<file path="src/source/rv_pkg.sv">
// ================================================
// Shared types and encodings for the RV32I core
// Only the subset without loads, stores and JALR
// ================================================
package rv_pkg;

  typedef logic [31:0] word_t;
  typedef logic [4:0]  reg_addr_t;

  // Major opcodes, low two bits included
  localparam logic [6:0] OPC_LUI    = 7'b0110111;
  localparam logic [6:0] OPC_AUIPC  = 7'b0010111;
  localparam logic [6:0] OPC_JAL    = 7'b1101111;
  localparam logic [6:0] OPC_BRANCH = 7'b1100011;
  localparam logic [6:0] OPC_OP_IMM = 7'b0010011;
  localparam logic [6:0] OPC_OP     = 7'b0110011;

  localparam logic [2:0] F3_ADD  = 3'b000;
  localparam logic [2:0] F3_SLL  = 3'b001;
  localparam logic [2:0] F3_SLT  = 3'b010;
  localparam logic [2:0] F3_SLTU = 3'b011;
  localparam logic [2:0] F3_XOR  = 3'b100;
  localparam logic [2:0] F3_SR   = 3'b101; // SRL or SRA, told apart by funct7
  localparam logic [2:0] F3_OR   = 3'b110;
  localparam logic [2:0] F3_AND  = 3'b111;

  localparam logic [2:0] F3_BEQ  = 3'b000;
  localparam logic [2:0] F3_BNE  = 3'b001;
  localparam logic [2:0] F3_BLT  = 3'b100;
  localparam logic [2:0] F3_BGE  = 3'b101;
  localparam logic [2:0] F3_BLTU = 3'b110;
  localparam logic [2:0] F3_BGEU = 3'b111;

  localparam logic [6:0] F7_BASE = 7'b0000000;
  localparam logic [6:0] F7_ALT  = 7'b0100000; // SUB and SRA

  localparam word_t RESET_PC = 32'h0000_0000;
  localparam word_t NOP_INSN = 32'h0000_0013; // ADDI x0, x0, 0

  typedef enum logic [3:0] {
    ALU_ADD    = 4'd0,
    ALU_SUB    = 4'd1,
    ALU_SLL    = 4'd2,
    ALU_SLT    = 4'd3,
    ALU_SLTU   = 4'd4,
    ALU_XOR    = 4'd5,
    ALU_SRL    = 4'd6,
    ALU_SRA    = 4'd7,
    ALU_OR     = 4'd8,
    ALU_AND    = 4'd9,
    ALU_PASS_B = 4'd10
  } alu_op_e;

  typedef enum logic [2:0] {
    BR_NONE, BR_BEQ, BR_BNE, BR_BLT, BR_BGE, BR_BLTU, BR_BGEU
  } br_type_e;

  typedef enum logic [1:0] {FETCH_IDLE, FETCH_BUS, FETCH_WAIT} fetch_state_e;

endpackage
</file>
<file path="src/source/rv_core_top.sv">
// ================================================
// RV32I subset core, one instruction in flight
// Read-only Wishbone classic port for fetch
// ================================================
`timescale 1ns/1ps

module rv_core_top
  import rv_pkg::*;
(
  input  logic      clk,
  input  logic      rst_n,
  output logic      wb_cyc,
  output logic      wb_stb,
  output logic      wb_we,
  output word_t     wb_adr,
  input  logic      wb_ack,
  input  word_t     wb_dat_i,
  output logic      retire_valid,
  output word_t     retire_pc,
  output word_t     retire_insn,
  output reg_addr_t retire_rd,
  output logic      retire_wen,
  output word_t     retire_data
);

  logic      insn_valid, dec_valid, ex_valid, redirect_valid;
  logic      use_imm, use_pc, is_jal, rd_wen, ex_wen, wr_en;
  word_t     insn, insn_pc, rs1_data, rs2_data, imm, op_a, op_b, dec_pc, dec_insn;
  word_t     ex_res, redirect_pc, ex_pc, ex_insn, wr_data;
  reg_addr_t rs1_addr, rs2_addr, rd, ex_rd, wr_addr;
  alu_op_e   alu_op;
  br_type_e  br_type;

  rv_fetch u_fetch (
    .clk, .rst_n, .wb_ack, .wb_dat_i, .redirect_valid, .redirect_pc, .retire_valid,
    .wb_cyc, .wb_stb, .wb_we, .wb_adr, .insn_valid, .insn, .insn_pc
  );

  rv_regfile u_regfile (
    .clk, .rst_n, .rs1_addr, .rs2_addr, .wr_addr, .wr_en, .wr_data, .rs1_data, .rs2_data
  );

  rv_decode u_decode (
    .clk, .rst_n, .insn_valid, .insn, .insn_pc, .rs1_data, .rs2_data,
    .rs1_addr, .rs2_addr, .dec_valid, .alu_op, .br_type, .imm, .use_imm, .use_pc,
    .is_jal, .rd, .rd_wen, .op_a, .op_b, .pc (dec_pc), .dec_insn
  );

  rv_execute u_execute (
    .clk, .rst_n, .dec_valid, .alu_op, .br_type, .imm, .use_imm, .use_pc, .is_jal,
    .rd, .rd_wen, .op_a, .op_b, .pc (dec_pc), .insn (dec_insn),
    .ex_valid, .ex_res, .ex_rd, .ex_wen, .redirect_valid, .redirect_pc, .ex_pc, .ex_insn
  );

  rv_result u_result (
    .clk, .rst_n, .ex_valid, .ex_res, .ex_rd, .ex_wen, .ex_pc, .ex_insn,
    .wr_en, .wr_addr, .wr_data, .retire_valid, .retire_pc, .retire_insn,
    .retire_rd, .retire_wen, .retire_data
  );

endmodule

</file>
<file path="src/source/rv_result.sv">
// ================================================
// Write-back and retire report on the same edge
// ================================================
`timescale 1ns/1ps

module rv_result
  import rv_pkg::*;
(
  input  logic      clk,
  input  logic      rst_n,
  input  logic      ex_valid,
  input  word_t     ex_res,
  input  reg_addr_t ex_rd,
  input  logic      ex_wen,
  input  word_t     ex_pc,
  input  word_t     ex_insn,
  output logic      wr_en,
  output reg_addr_t wr_addr,
  output word_t     wr_data,
  output logic      retire_valid,
  output word_t     retire_pc,
  output word_t     retire_insn,
  output reg_addr_t retire_rd,
  output logic      retire_wen,
  output word_t     retire_data
);

  // The register file commits on the edge that raises retire_valid
  assign wr_en   = ex_valid && ex_wen;
  assign wr_addr = ex_rd;
  assign wr_data = ex_res;

  always_ff @(posedge clk or negedge rst_n) begin
    if (!rst_n) begin
      retire_valid <= 1'b0;
      retire_wen   <= 1'b0;
    end else begin
      retire_valid <= ex_valid;
      retire_wen   <= ex_valid && ex_wen;
    end
  end

  always_ff @(posedge clk) begin
    if (ex_valid) begin
      retire_pc   <= ex_pc;
      retire_insn <= ex_insn;
      retire_rd   <= ex_rd;
      retire_data <= ex_res;
    end
  end

  // Decode drops writes to x0 two stages earlier
  a_no_x0_write: assert property (@(posedge clk) disable iff (!rst_n)
    retire_wen |-> retire_rd != '0);

endmodule

</file>
<file path="src/source/rv_execute.sv">
// ================================================
// Execute stage, resolves branches and JAL here
// No prediction, every taken transfer redirects
// ================================================
`timescale 1ns/1ps

module rv_execute
  import rv_pkg::*;
(
  input  logic      clk,
  input  logic      rst_n,
  input  logic      dec_valid,
  input  alu_op_e   alu_op,
  input  br_type_e  br_type,
  input  word_t     imm,
  input  logic      use_imm,
  input  logic      use_pc,
  input  logic      is_jal,
  input  reg_addr_t rd,
  input  logic      rd_wen,
  input  word_t     op_a,
  input  word_t     op_b,
  input  word_t     pc,
  input  word_t     insn,
  output logic      ex_valid,
  output word_t     ex_res,
  output reg_addr_t ex_rd,
  output logic      ex_wen,
  output logic      redirect_valid,
  output word_t     redirect_pc,
  output word_t     ex_pc,
  output word_t     ex_insn
);

  word_t alu_a, alu_b, alu_res;
  logic  br_taken;

  assign alu_a = use_pc ? pc : op_a; // AUIPC adds to the pc
  assign alu_b = use_imm ? imm : op_b;

  rv_alu u_alu (
    .a      (alu_a),
    .b      (alu_b),
    .alu_op (alu_op),
    .res    (alu_res)
  );

  always_comb begin
    case (br_type)
      BR_BEQ:  br_taken = (op_a == op_b);
      BR_BNE:  br_taken = (op_a != op_b);
      BR_BLT:  br_taken = ($signed(op_a) < $signed(op_b));
      BR_BGE:  br_taken = ($signed(op_a) >= $signed(op_b));
      BR_BLTU: br_taken = (op_a < op_b);
      BR_BGEU: br_taken = (op_a >= op_b);
      default: br_taken = 1'b0;
    endcase
  end

  always_ff @(posedge clk or negedge rst_n) begin
    if (!rst_n) begin
      ex_valid       <= 1'b0;
      ex_wen         <= 1'b0;
      redirect_valid <= 1'b0;
    end else begin
      ex_valid       <= dec_valid;
      ex_wen         <= dec_valid && rd_wen;
      redirect_valid <= dec_valid && (is_jal || br_taken);
    end
  end

  always_ff @(posedge clk) begin
    if (dec_valid) begin
      ex_res      <= is_jal ? pc + 32'd4 : alu_res; // JAL links the return address
      ex_rd       <= rd;
      redirect_pc <= pc + imm;
      ex_pc       <= pc;
      ex_insn     <= insn;
    end
  end

  a_redirect_valid: assert property (@(posedge clk) disable iff (!rst_n)
    redirect_valid |-> ex_valid);

endmodule

</file>
<file path="src/source/rv_decode.sv">
// ================================================
// Registered decode, one instruction per insn_valid
// Illegal encodings come out as writes disabled
// ================================================
`timescale 1ns/1ps

module rv_decode
  import rv_pkg::*;
(
  input  logic      clk,
  input  logic      rst_n,
  input  logic      insn_valid,
  input  word_t     insn,
  input  word_t     insn_pc,
  input  word_t     rs1_data,
  input  word_t     rs2_data,
  output reg_addr_t rs1_addr,
  output reg_addr_t rs2_addr,
  output logic      dec_valid,
  output alu_op_e   alu_op,
  output br_type_e  br_type,
  output word_t     imm,
  output logic      use_imm,
  output logic      use_pc,
  output logic      is_jal,
  output reg_addr_t rd,
  output logic      rd_wen,
  output word_t     op_a,
  output word_t     op_b,
  output word_t     pc,
  output word_t     dec_insn
);

  logic [6:0] opcode;
  logic [2:0] funct3;
  logic [6:0] funct7;
  reg_addr_t  rd_idx;
  word_t      imm_i, imm_u, imm_b, imm_j;
  alu_op_e    alu_op_d;
  br_type_e   br_type_d;
  word_t      imm_d;
  logic       use_imm_d, use_pc_d, is_jal_d, wen_d;

  assign opcode   = insn[6:0];
  assign funct3   = insn[14:12];
  assign funct7   = insn[31:25];
  assign rd_idx   = insn[11:7];
  assign rs1_addr = insn[19:15];
  assign rs2_addr = insn[24:20];

  assign imm_i = {{20{insn[31]}}, insn[31:20]};
  assign imm_u = {insn[31:12], 12'b0};
  assign imm_b = {{19{insn[31]}}, insn[31], insn[7], insn[30:25], insn[11:8], 1'b0};
  assign imm_j = {{11{insn[31]}}, insn[31], insn[19:12], insn[20], insn[30:21], 1'b0};

  always_comb begin
    alu_op_d  = ALU_ADD;
    br_type_d = BR_NONE;
    imm_d     = imm_i;
    use_imm_d = 1'b0;
    use_pc_d  = 1'b0;
    is_jal_d  = 1'b0;
    wen_d     = 1'b0;
    case (opcode)
      OPC_LUI: begin
        alu_op_d  = ALU_PASS_B;
        imm_d     = imm_u;
        use_imm_d = 1'b1;
        wen_d     = 1'b1;
      end
      OPC_AUIPC: begin
        imm_d     = imm_u;
        use_imm_d = 1'b1;
        use_pc_d  = 1'b1;
        wen_d     = 1'b1;
      end
      OPC_JAL: begin
        imm_d    = imm_j;
        is_jal_d = 1'b1;
        wen_d    = 1'b1;
      end
      OPC_BRANCH: begin
        imm_d = imm_b;
        case (funct3)
          F3_BEQ:  br_type_d = BR_BEQ;
          F3_BNE:  br_type_d = BR_BNE;
          F3_BLT:  br_type_d = BR_BLT;
          F3_BGE:  br_type_d = BR_BGE;
          F3_BLTU: br_type_d = BR_BLTU;
          F3_BGEU: br_type_d = BR_BGEU;
          default: br_type_d = BR_NONE; // funct3 010 and 011 are illegal
        endcase
      end
      OPC_OP_IMM, OPC_OP: begin
        use_imm_d = (opcode == OPC_OP_IMM);
        wen_d     = 1'b1;
        case (funct3)
          F3_ADD:  alu_op_d = (!use_imm_d && funct7 == F7_ALT) ? ALU_SUB : ALU_ADD;
          F3_SLL:  alu_op_d = ALU_SLL;
          F3_SLT:  alu_op_d = ALU_SLT;
          F3_SLTU: alu_op_d = ALU_SLTU;
          F3_XOR:  alu_op_d = ALU_XOR;
          F3_SR:   alu_op_d = (funct7 == F7_ALT) ? ALU_SRA : ALU_SRL;
          F3_OR:   alu_op_d = ALU_OR;
          default: alu_op_d = ALU_AND;
        endcase
        // Only the shifts check funct7 for OP-IMM, every OP does
        if (funct3 == F3_SLL && funct7 != F7_BASE) wen_d = 1'b0;
        if (funct3 == F3_SR && funct7 != F7_BASE && funct7 != F7_ALT) wen_d = 1'b0;
        if (!use_imm_d && funct7 != F7_BASE &&
            !(funct7 == F7_ALT && (funct3 == F3_ADD || funct3 == F3_SR))) wen_d = 1'b0;
      end
      default: ;
    endcase
    if (rd_idx == '0) wen_d = 1'b0;
  end

  always_ff @(posedge clk or negedge rst_n) begin
    if (!rst_n) begin
      dec_valid <= 1'b0;
      rd_wen    <= 1'b0;
    end else begin
      dec_valid <= insn_valid;
      rd_wen    <= insn_valid && wen_d;
    end
  end

  always_ff @(posedge clk) begin
    if (insn_valid) begin
      alu_op   <= alu_op_d;
      br_type  <= br_type_d;
      imm      <= imm_d;
      use_imm  <= use_imm_d;
      use_pc   <= use_pc_d;
      is_jal   <= is_jal_d;
      rd       <= rd_idx;
      op_a     <= rs1_data;
      op_b     <= rs2_data;
      pc       <= insn_pc;
      dec_insn <= insn;
    end
  end

endmodule

</file>
<file path="src/source/rv_regfile.sv">
// ================================================
// 32 x 32 register file, x0 reads as zero
// ================================================
`timescale 1ns/1ps

module rv_regfile
  import rv_pkg::*;
(
  input  logic      clk,
  input  logic      rst_n,
  input  reg_addr_t rs1_addr,
  input  reg_addr_t rs2_addr,
  input  reg_addr_t wr_addr,
  input  logic      wr_en,
  input  word_t     wr_data,
  output word_t     rs1_data,
  output word_t     rs2_data
);

  word_t regs [32];

  always_ff @(posedge clk or negedge rst_n) begin
    if (!rst_n) begin
      for (int i = 0; i < 32; i++) begin
        regs[i] <= '0;
      end
    end else if (wr_en && wr_addr != '0) begin
      regs[wr_addr] <= wr_data; // x0 stays zero since it is never written
    end
  end

  // Reads are combinational, the write lands on the following edge
  assign rs1_data = regs[rs1_addr];
  assign rs2_data = regs[rs2_addr];

endmodule

</file>
<file path="src/source/rv_fetch.sv">
// ================================================
// Wishbone classic read master, one read in flight
// Next read waits for retire of the current insn
// ================================================
`timescale 1ns/1ps

module rv_fetch
  import rv_pkg::*;
(
  input  logic  clk,
  input  logic  rst_n,
  input  logic  wb_ack,
  input  word_t wb_dat_i,
  input  logic  redirect_valid,
  input  word_t redirect_pc,
  input  logic  retire_valid,
  output logic  wb_cyc,
  output logic  wb_stb,
  output logic  wb_we,
  output word_t wb_adr,
  output logic  insn_valid,
  output word_t insn,
  output word_t insn_pc
);

  fetch_state_e state;
  word_t        pc_q;
  logic         redir_pending;
  word_t        redir_target;

  assign wb_cyc = (state == FETCH_BUS);
  assign wb_stb = wb_cyc;
  assign wb_we  = 1'b0; // Instruction port never writes
  assign wb_adr = pc_q;

  // Decode samples the read data on the ack edge itself
  assign insn_valid = wb_cyc && wb_ack;
  assign insn       = wb_dat_i;
  assign insn_pc    = pc_q;

  always_ff @(posedge clk or negedge rst_n) begin
    if (!rst_n) begin
      state         <= FETCH_IDLE;
      pc_q          <= RESET_PC;
      redir_pending <= 1'b0;
    end else begin
      if (redirect_valid) redir_pending <= 1'b1;
      case (state)
        FETCH_IDLE: state <= FETCH_BUS;
        FETCH_BUS:  if (wb_ack) state <= FETCH_WAIT;
        FETCH_WAIT: begin
          if (retire_valid) begin
            state         <= FETCH_BUS;
            pc_q          <= redir_pending ? redir_target : pc_q + 32'd4;
            redir_pending <= 1'b0;
          end
        end
        default: state <= FETCH_IDLE;
      endcase
    end
  end

  // The target arrives one cycle ahead of retire and is held until then
  always_ff @(posedge clk) begin
    if (redirect_valid) redir_target <= redirect_pc;
  end

  a_wb_hold: assert property (@(posedge clk) disable iff (!rst_n)
    wb_stb && !wb_ack |=> wb_stb && $stable(wb_adr));

endmodule

</file>
<file path="src/source/rv_alu.sv">
// ================================================
// Combinational RV32I ALU, shifts use b[4:0] only
// ================================================
`timescale 1ns/1ps

module rv_alu
  import rv_pkg::*;
(
  input  word_t   a,
  input  word_t   b,
  input  alu_op_e alu_op,
  output word_t   res
);

  logic [4:0] shamt;

  assign shamt = b[4:0];

  always_comb begin
    case (alu_op)
      ALU_ADD:    res = a + b;
      ALU_SUB:    res = a - b;
      ALU_SLL:    res = a << shamt;
      ALU_SLT:    res = {31'b0, $signed(a) < $signed(b)};
      ALU_SLTU:   res = {31'b0, a < b};
      ALU_XOR:    res = a ^ b;
      ALU_SRL:    res = a >> shamt;
      ALU_SRA:    res = word_t'($signed(a) >>> shamt);
      ALU_OR:     res = a | b;
      ALU_AND:    res = a & b;
      ALU_PASS_B: res = b; // LUI gets its value straight from the immediate
      default:    res = '0;
    endcase
  end

endmodule

</file>
<file path="config.mk">
export PLATFORM = sky130hd
export DESIGN_NAME = rv_core_top
export DESIGN_NICKNAME = d
export VERILOG_FILES = /design/src/source/rv_pkg.sv /design/src/source/rv_core_top.sv /design/src/source/rv_result.sv /design/src/source/rv_execute.sv /design/src/source/rv_decode.sv /design/src/source/rv_regfile.sv /design/src/source/rv_fetch.sv /design/src/source/rv_alu.sv
export SDC_FILE = /design/constraint.sdc
export NUM_CORES = 2
export LEC_CHECK = 0
export BUFFER_PORTS_ARGS = -buffer_cell sky130_fd_sc_hd__buf_2
export CAP_MARGIN = 10
export CORE_AREA = 5 5 518 366
export DETAILED_ROUTE_END_ITERATION = 10
export DIE_AREA = 0 0 523 371
export SLEW_MARGIN = 20
export SYNTH_ARGS = -nofsm -noshare
export SYNTH_HDL_FRONTEND = slang
export SYNTH_SLANG_ARGS = --single-unit
</file>
<file path="constraint.sdc">
create_clock -name clk -period 11.5 [get_ports clk]
set_clock_uncertainty 0.2 [all_clocks]
set_input_delay 1.15 -clock clk [delete_from_list [all_inputs] [get_ports clk]]
set_output_delay 1.15 -clock clk [all_outputs]
set_load 0.02 [all_outputs]
</file>
==> summary.txt <==
Outcome
  – Status: finished clean

Logic synthesis
  – Cells after synthesis: 5,937
  – Top-area cell type share of the netlist area: 32.4%
  – Post-synthesis async set-or-reset flop share: 71.5%
  – Mapped Area: 82,300 um2
  – Synth warn: 0
  – Seq/Total Area, Yosys: 47.9%
  – Synth Area per Inst: 13.9 um2
  – Synth top area cells: dfrtp_1 32%, mux4_2 18%, edfxtp_1 16%
  – Top FF cell, synth: dfrtp_1
  – Flops & latches, synth: 1,491
  – Post-synth EDFFs: 425
  – Mapped Nets: 6,144
  – Synth cell types: 91
  – Synth area leader: dfrtp_1

Setup path
  – CP delay by family, top: compound AO/OA/AOI/OAI gates
  – WP data required: 11.83 ns
  – Setup CP Type: flip-flop to flip-flop
  – Worst path max stage delay: 0.60 ns
  – Critical path arrival: 6.60 ns
  – CP Launch Type: flip-flop
  – Buf+Inv Stages, Crit Path: 6
  – CP Cell Sequence: buf_4, buf_4, mux2i_4, buf_4, inv_2, ha_1, inv_1, fa_1, nor2b_1, o221ai_1, a221oi_1, o21ai_0, buf_4, o21bai_1, a221o_1, a21oi_1, o311a_1, a211oi_1, o2111ai_1
  – Top cell by count, worst path: buf_4
  – Worst-path fanout max: 53
  – CP endpoint kind: flip-flop
  – Worst path slowest cell: buf_4

Final layout
  – Area delta synth->final: 10.6%
  – Footprint of the multi-input gates: 40,500 um2
  – Max reg flops: 1,024
  – Register area: 39,400 um2
  – Largest register by flop count: u_regfile.regs
  – Final Core Density: 49.4%
  – Final Net Count: 6,085
  – Fill cells: 15,863
  – Layout cell share with drive strength beyond 1: 38.9%
  – Commonest non-fill, non-tap cells in the layout: 1,067 x mux2_2, 1,063 x dfrtp_1, 641 x mux4_2, 425 x edfxtp_1, 242 x nor2_1
  – Most common cell after layout, fill and taps aside: mux2_2
  – Final Cell Area: 91,000 um2

Placed design
  – Post-detail-place hpwl: 184,000 um
  – GP Congestion: 1.05
  – Post-place instance area: 85,600 um2
  – Number of I/O port buffers: 171

CTS
  – Post-CTS sizing: 0
  – Clock tree from TritonCTS: built
  – Num CTS Buffers: 159
  – Clock Path Buffers: 4
  – Worst-path clk slew: 0.06 ns
  – Clock latency on the worst-skew pair: 0.82 ns
  – Num Clock Sinks: 1,491
  – Post-CTS Hold Buffers: 0
  – Setup Buffers After CTS: 0
  – H-tree Lvls: 4
  – Root Driver: clkbuf_16

STA
  – Setup TNS: 0 ns
  – Min Tclk post-route: 6.27 ns
  – Fin. max-slew vios: 0
  – Fmax: 160 MHz
  – Worst rel slew slack: 13.9%
  – Final setup viols: 0
  – Period utilization: 54.5%
  – Count of final hold-check violations: 0
  – RSZ-0062 raised after global routing: no
  – Worst Tran Pin Value: 1.28 ns

Die
  – CORE AREA: 184,000 um2
  – Die Wd: 523 um
  – DIE HEIGHT: 371 um
  – Boundary Pins: 173
  – Row count: 132
  – Die area: 194,000 um2
  – Initial Util: 44.7%

Routing
  – Drt pass-1 iters: 8
  – DR vias/cell: 6.65
  – Drc violations: 0
  – DR vias: 56,366
  – 1st-iter DRT viols: 7,328
  – Final WL: 290,000 um
  – WL/cell: 34.3 um
  – Routed Antenna Nets: 0

Global route
  – Overflow after GRT: 0
  – GRT Total Usage: 29.6%
  – First-pass GRT wire length: 414,000 um
  – Largest net degree at the start of global routing: 172
  – Number of global-route vias before repair: 55,096
  – Initial antenna violation count: 12

Pwr
  – Pleak: 39.6 nW
  – Power per cell area: 183 nW/um2
  – Worst VDD drop: 0.000125 V

Hold path
  – Min-Delay Path Class: input port to async pin

Run
  – Max-cap viol count: 0
[cell usage after synthesis, types with 52 or more instances]
library cell  instances
edfxtp_1            425
o21ai_0             189
buf_1               103
nor3_1               56
clkbuf_1            395
a21oi_1             212
nand3_1              76
a21o_1               52
mux2_2             1067
nor2_1              260
mux2i_1             146
ha_1                169
nand2_1             239
mux4_2              641
inv_1               152
dfrtp_1            1066
[power by group]
part           internal, mW  switching [mW]
Sequential             6.09           0.615
Combinational          1.43            3.30
Clock                  3.06            2.20
[cells by family after synthesis]
group | synth area share [%]
mux | 34.2
flops | 47.9
simple gates | 4.74
compound gates | 6.54
buf+inv | 3.28
fa+ha+maj | 2.64
xor+xnor | 0.649
other cells | 0.00456
[metal layers]
layer  track usage, %  share of wire, %
met4             9.94               3.8
met5                0             0.011
met1             45.7                45
met2             40.9                41
met3             6.95                10
[stage by stage]
stage	instances	power (mW)	setup slack (ns)	hold slack, ns
2_1_floorplan	5937	9.46	1.95	0.200
3_3_place_gp	8180	11.3	5.54	0.177
3_5_place_dp	8187	11.3	5.43	0.183
4_1_cts	8469	16.6	5.47	0.148
5_1_grt	8478	17.3	5.17	0.171
6_report	8479	16.7	5.23	0.155
[worst register-to-register path: stages, from the launching register on]
cell       delay (ns)
edfxtp_1         0.34
buf_4            0.36
buf_4            0.51
mux2i_4          0.36
buf_4            0.60
inv_2            0.25
ha_1             0.27
inv_1            0.08
fa_1             0.21
nor2b_1          0.19
o221ai_1         0.20
a221oi_1         0.60
o21ai_0          0.18
buf_4            0.23
o21bai_1         0.23
a221o_1          0.31
a21oi_1          0.19
o311a_1          0.32
a211oi_1         0.23
o2111ai_1        0.13
[worst paths after layout]
path / depth (start not counted) / slack (ns) / start / to
worst max register to register: 19 / 5.23 / u_decode.use_imm / u_execute.ex_res[30]
worst min register to register: 0 / 0.19 / u_regfile.regs[1021] / u_regfile.regs[1021]
worst min-delay path: 1 / 0.15 / rst_n / u_regfile.regs[425]
max in group asynchronous: 3 / 8.51 / rst_n / u_regfile.regs[478]
worst max-delay path: 19 / 5.23 / u_decode.use_imm / u_execute.ex_res[30]
min in group clk: 0 / 0.19 / u_regfile.regs[1021] / u_regfile.regs[1021]
[area by class of cell]
| type | instances | share of cell area [%] |
|---|---|---|
| Clock buffer | 224 | 4.96 |
| Clock inverter | 58 | 0.755 |
| Inverter | 162 | 0.668 |
| Tap cell | 2479 | 3.41 |
| Antenna cell | 1 | 0.00275 |
| Multi-Input combinational cell | 3756 | 44.4 |
| Sequential cell | 1491 | 43.3 |
| Timing Repair Buffer | 308 | 2.42 |
Power figures use the tool's default switching activity.
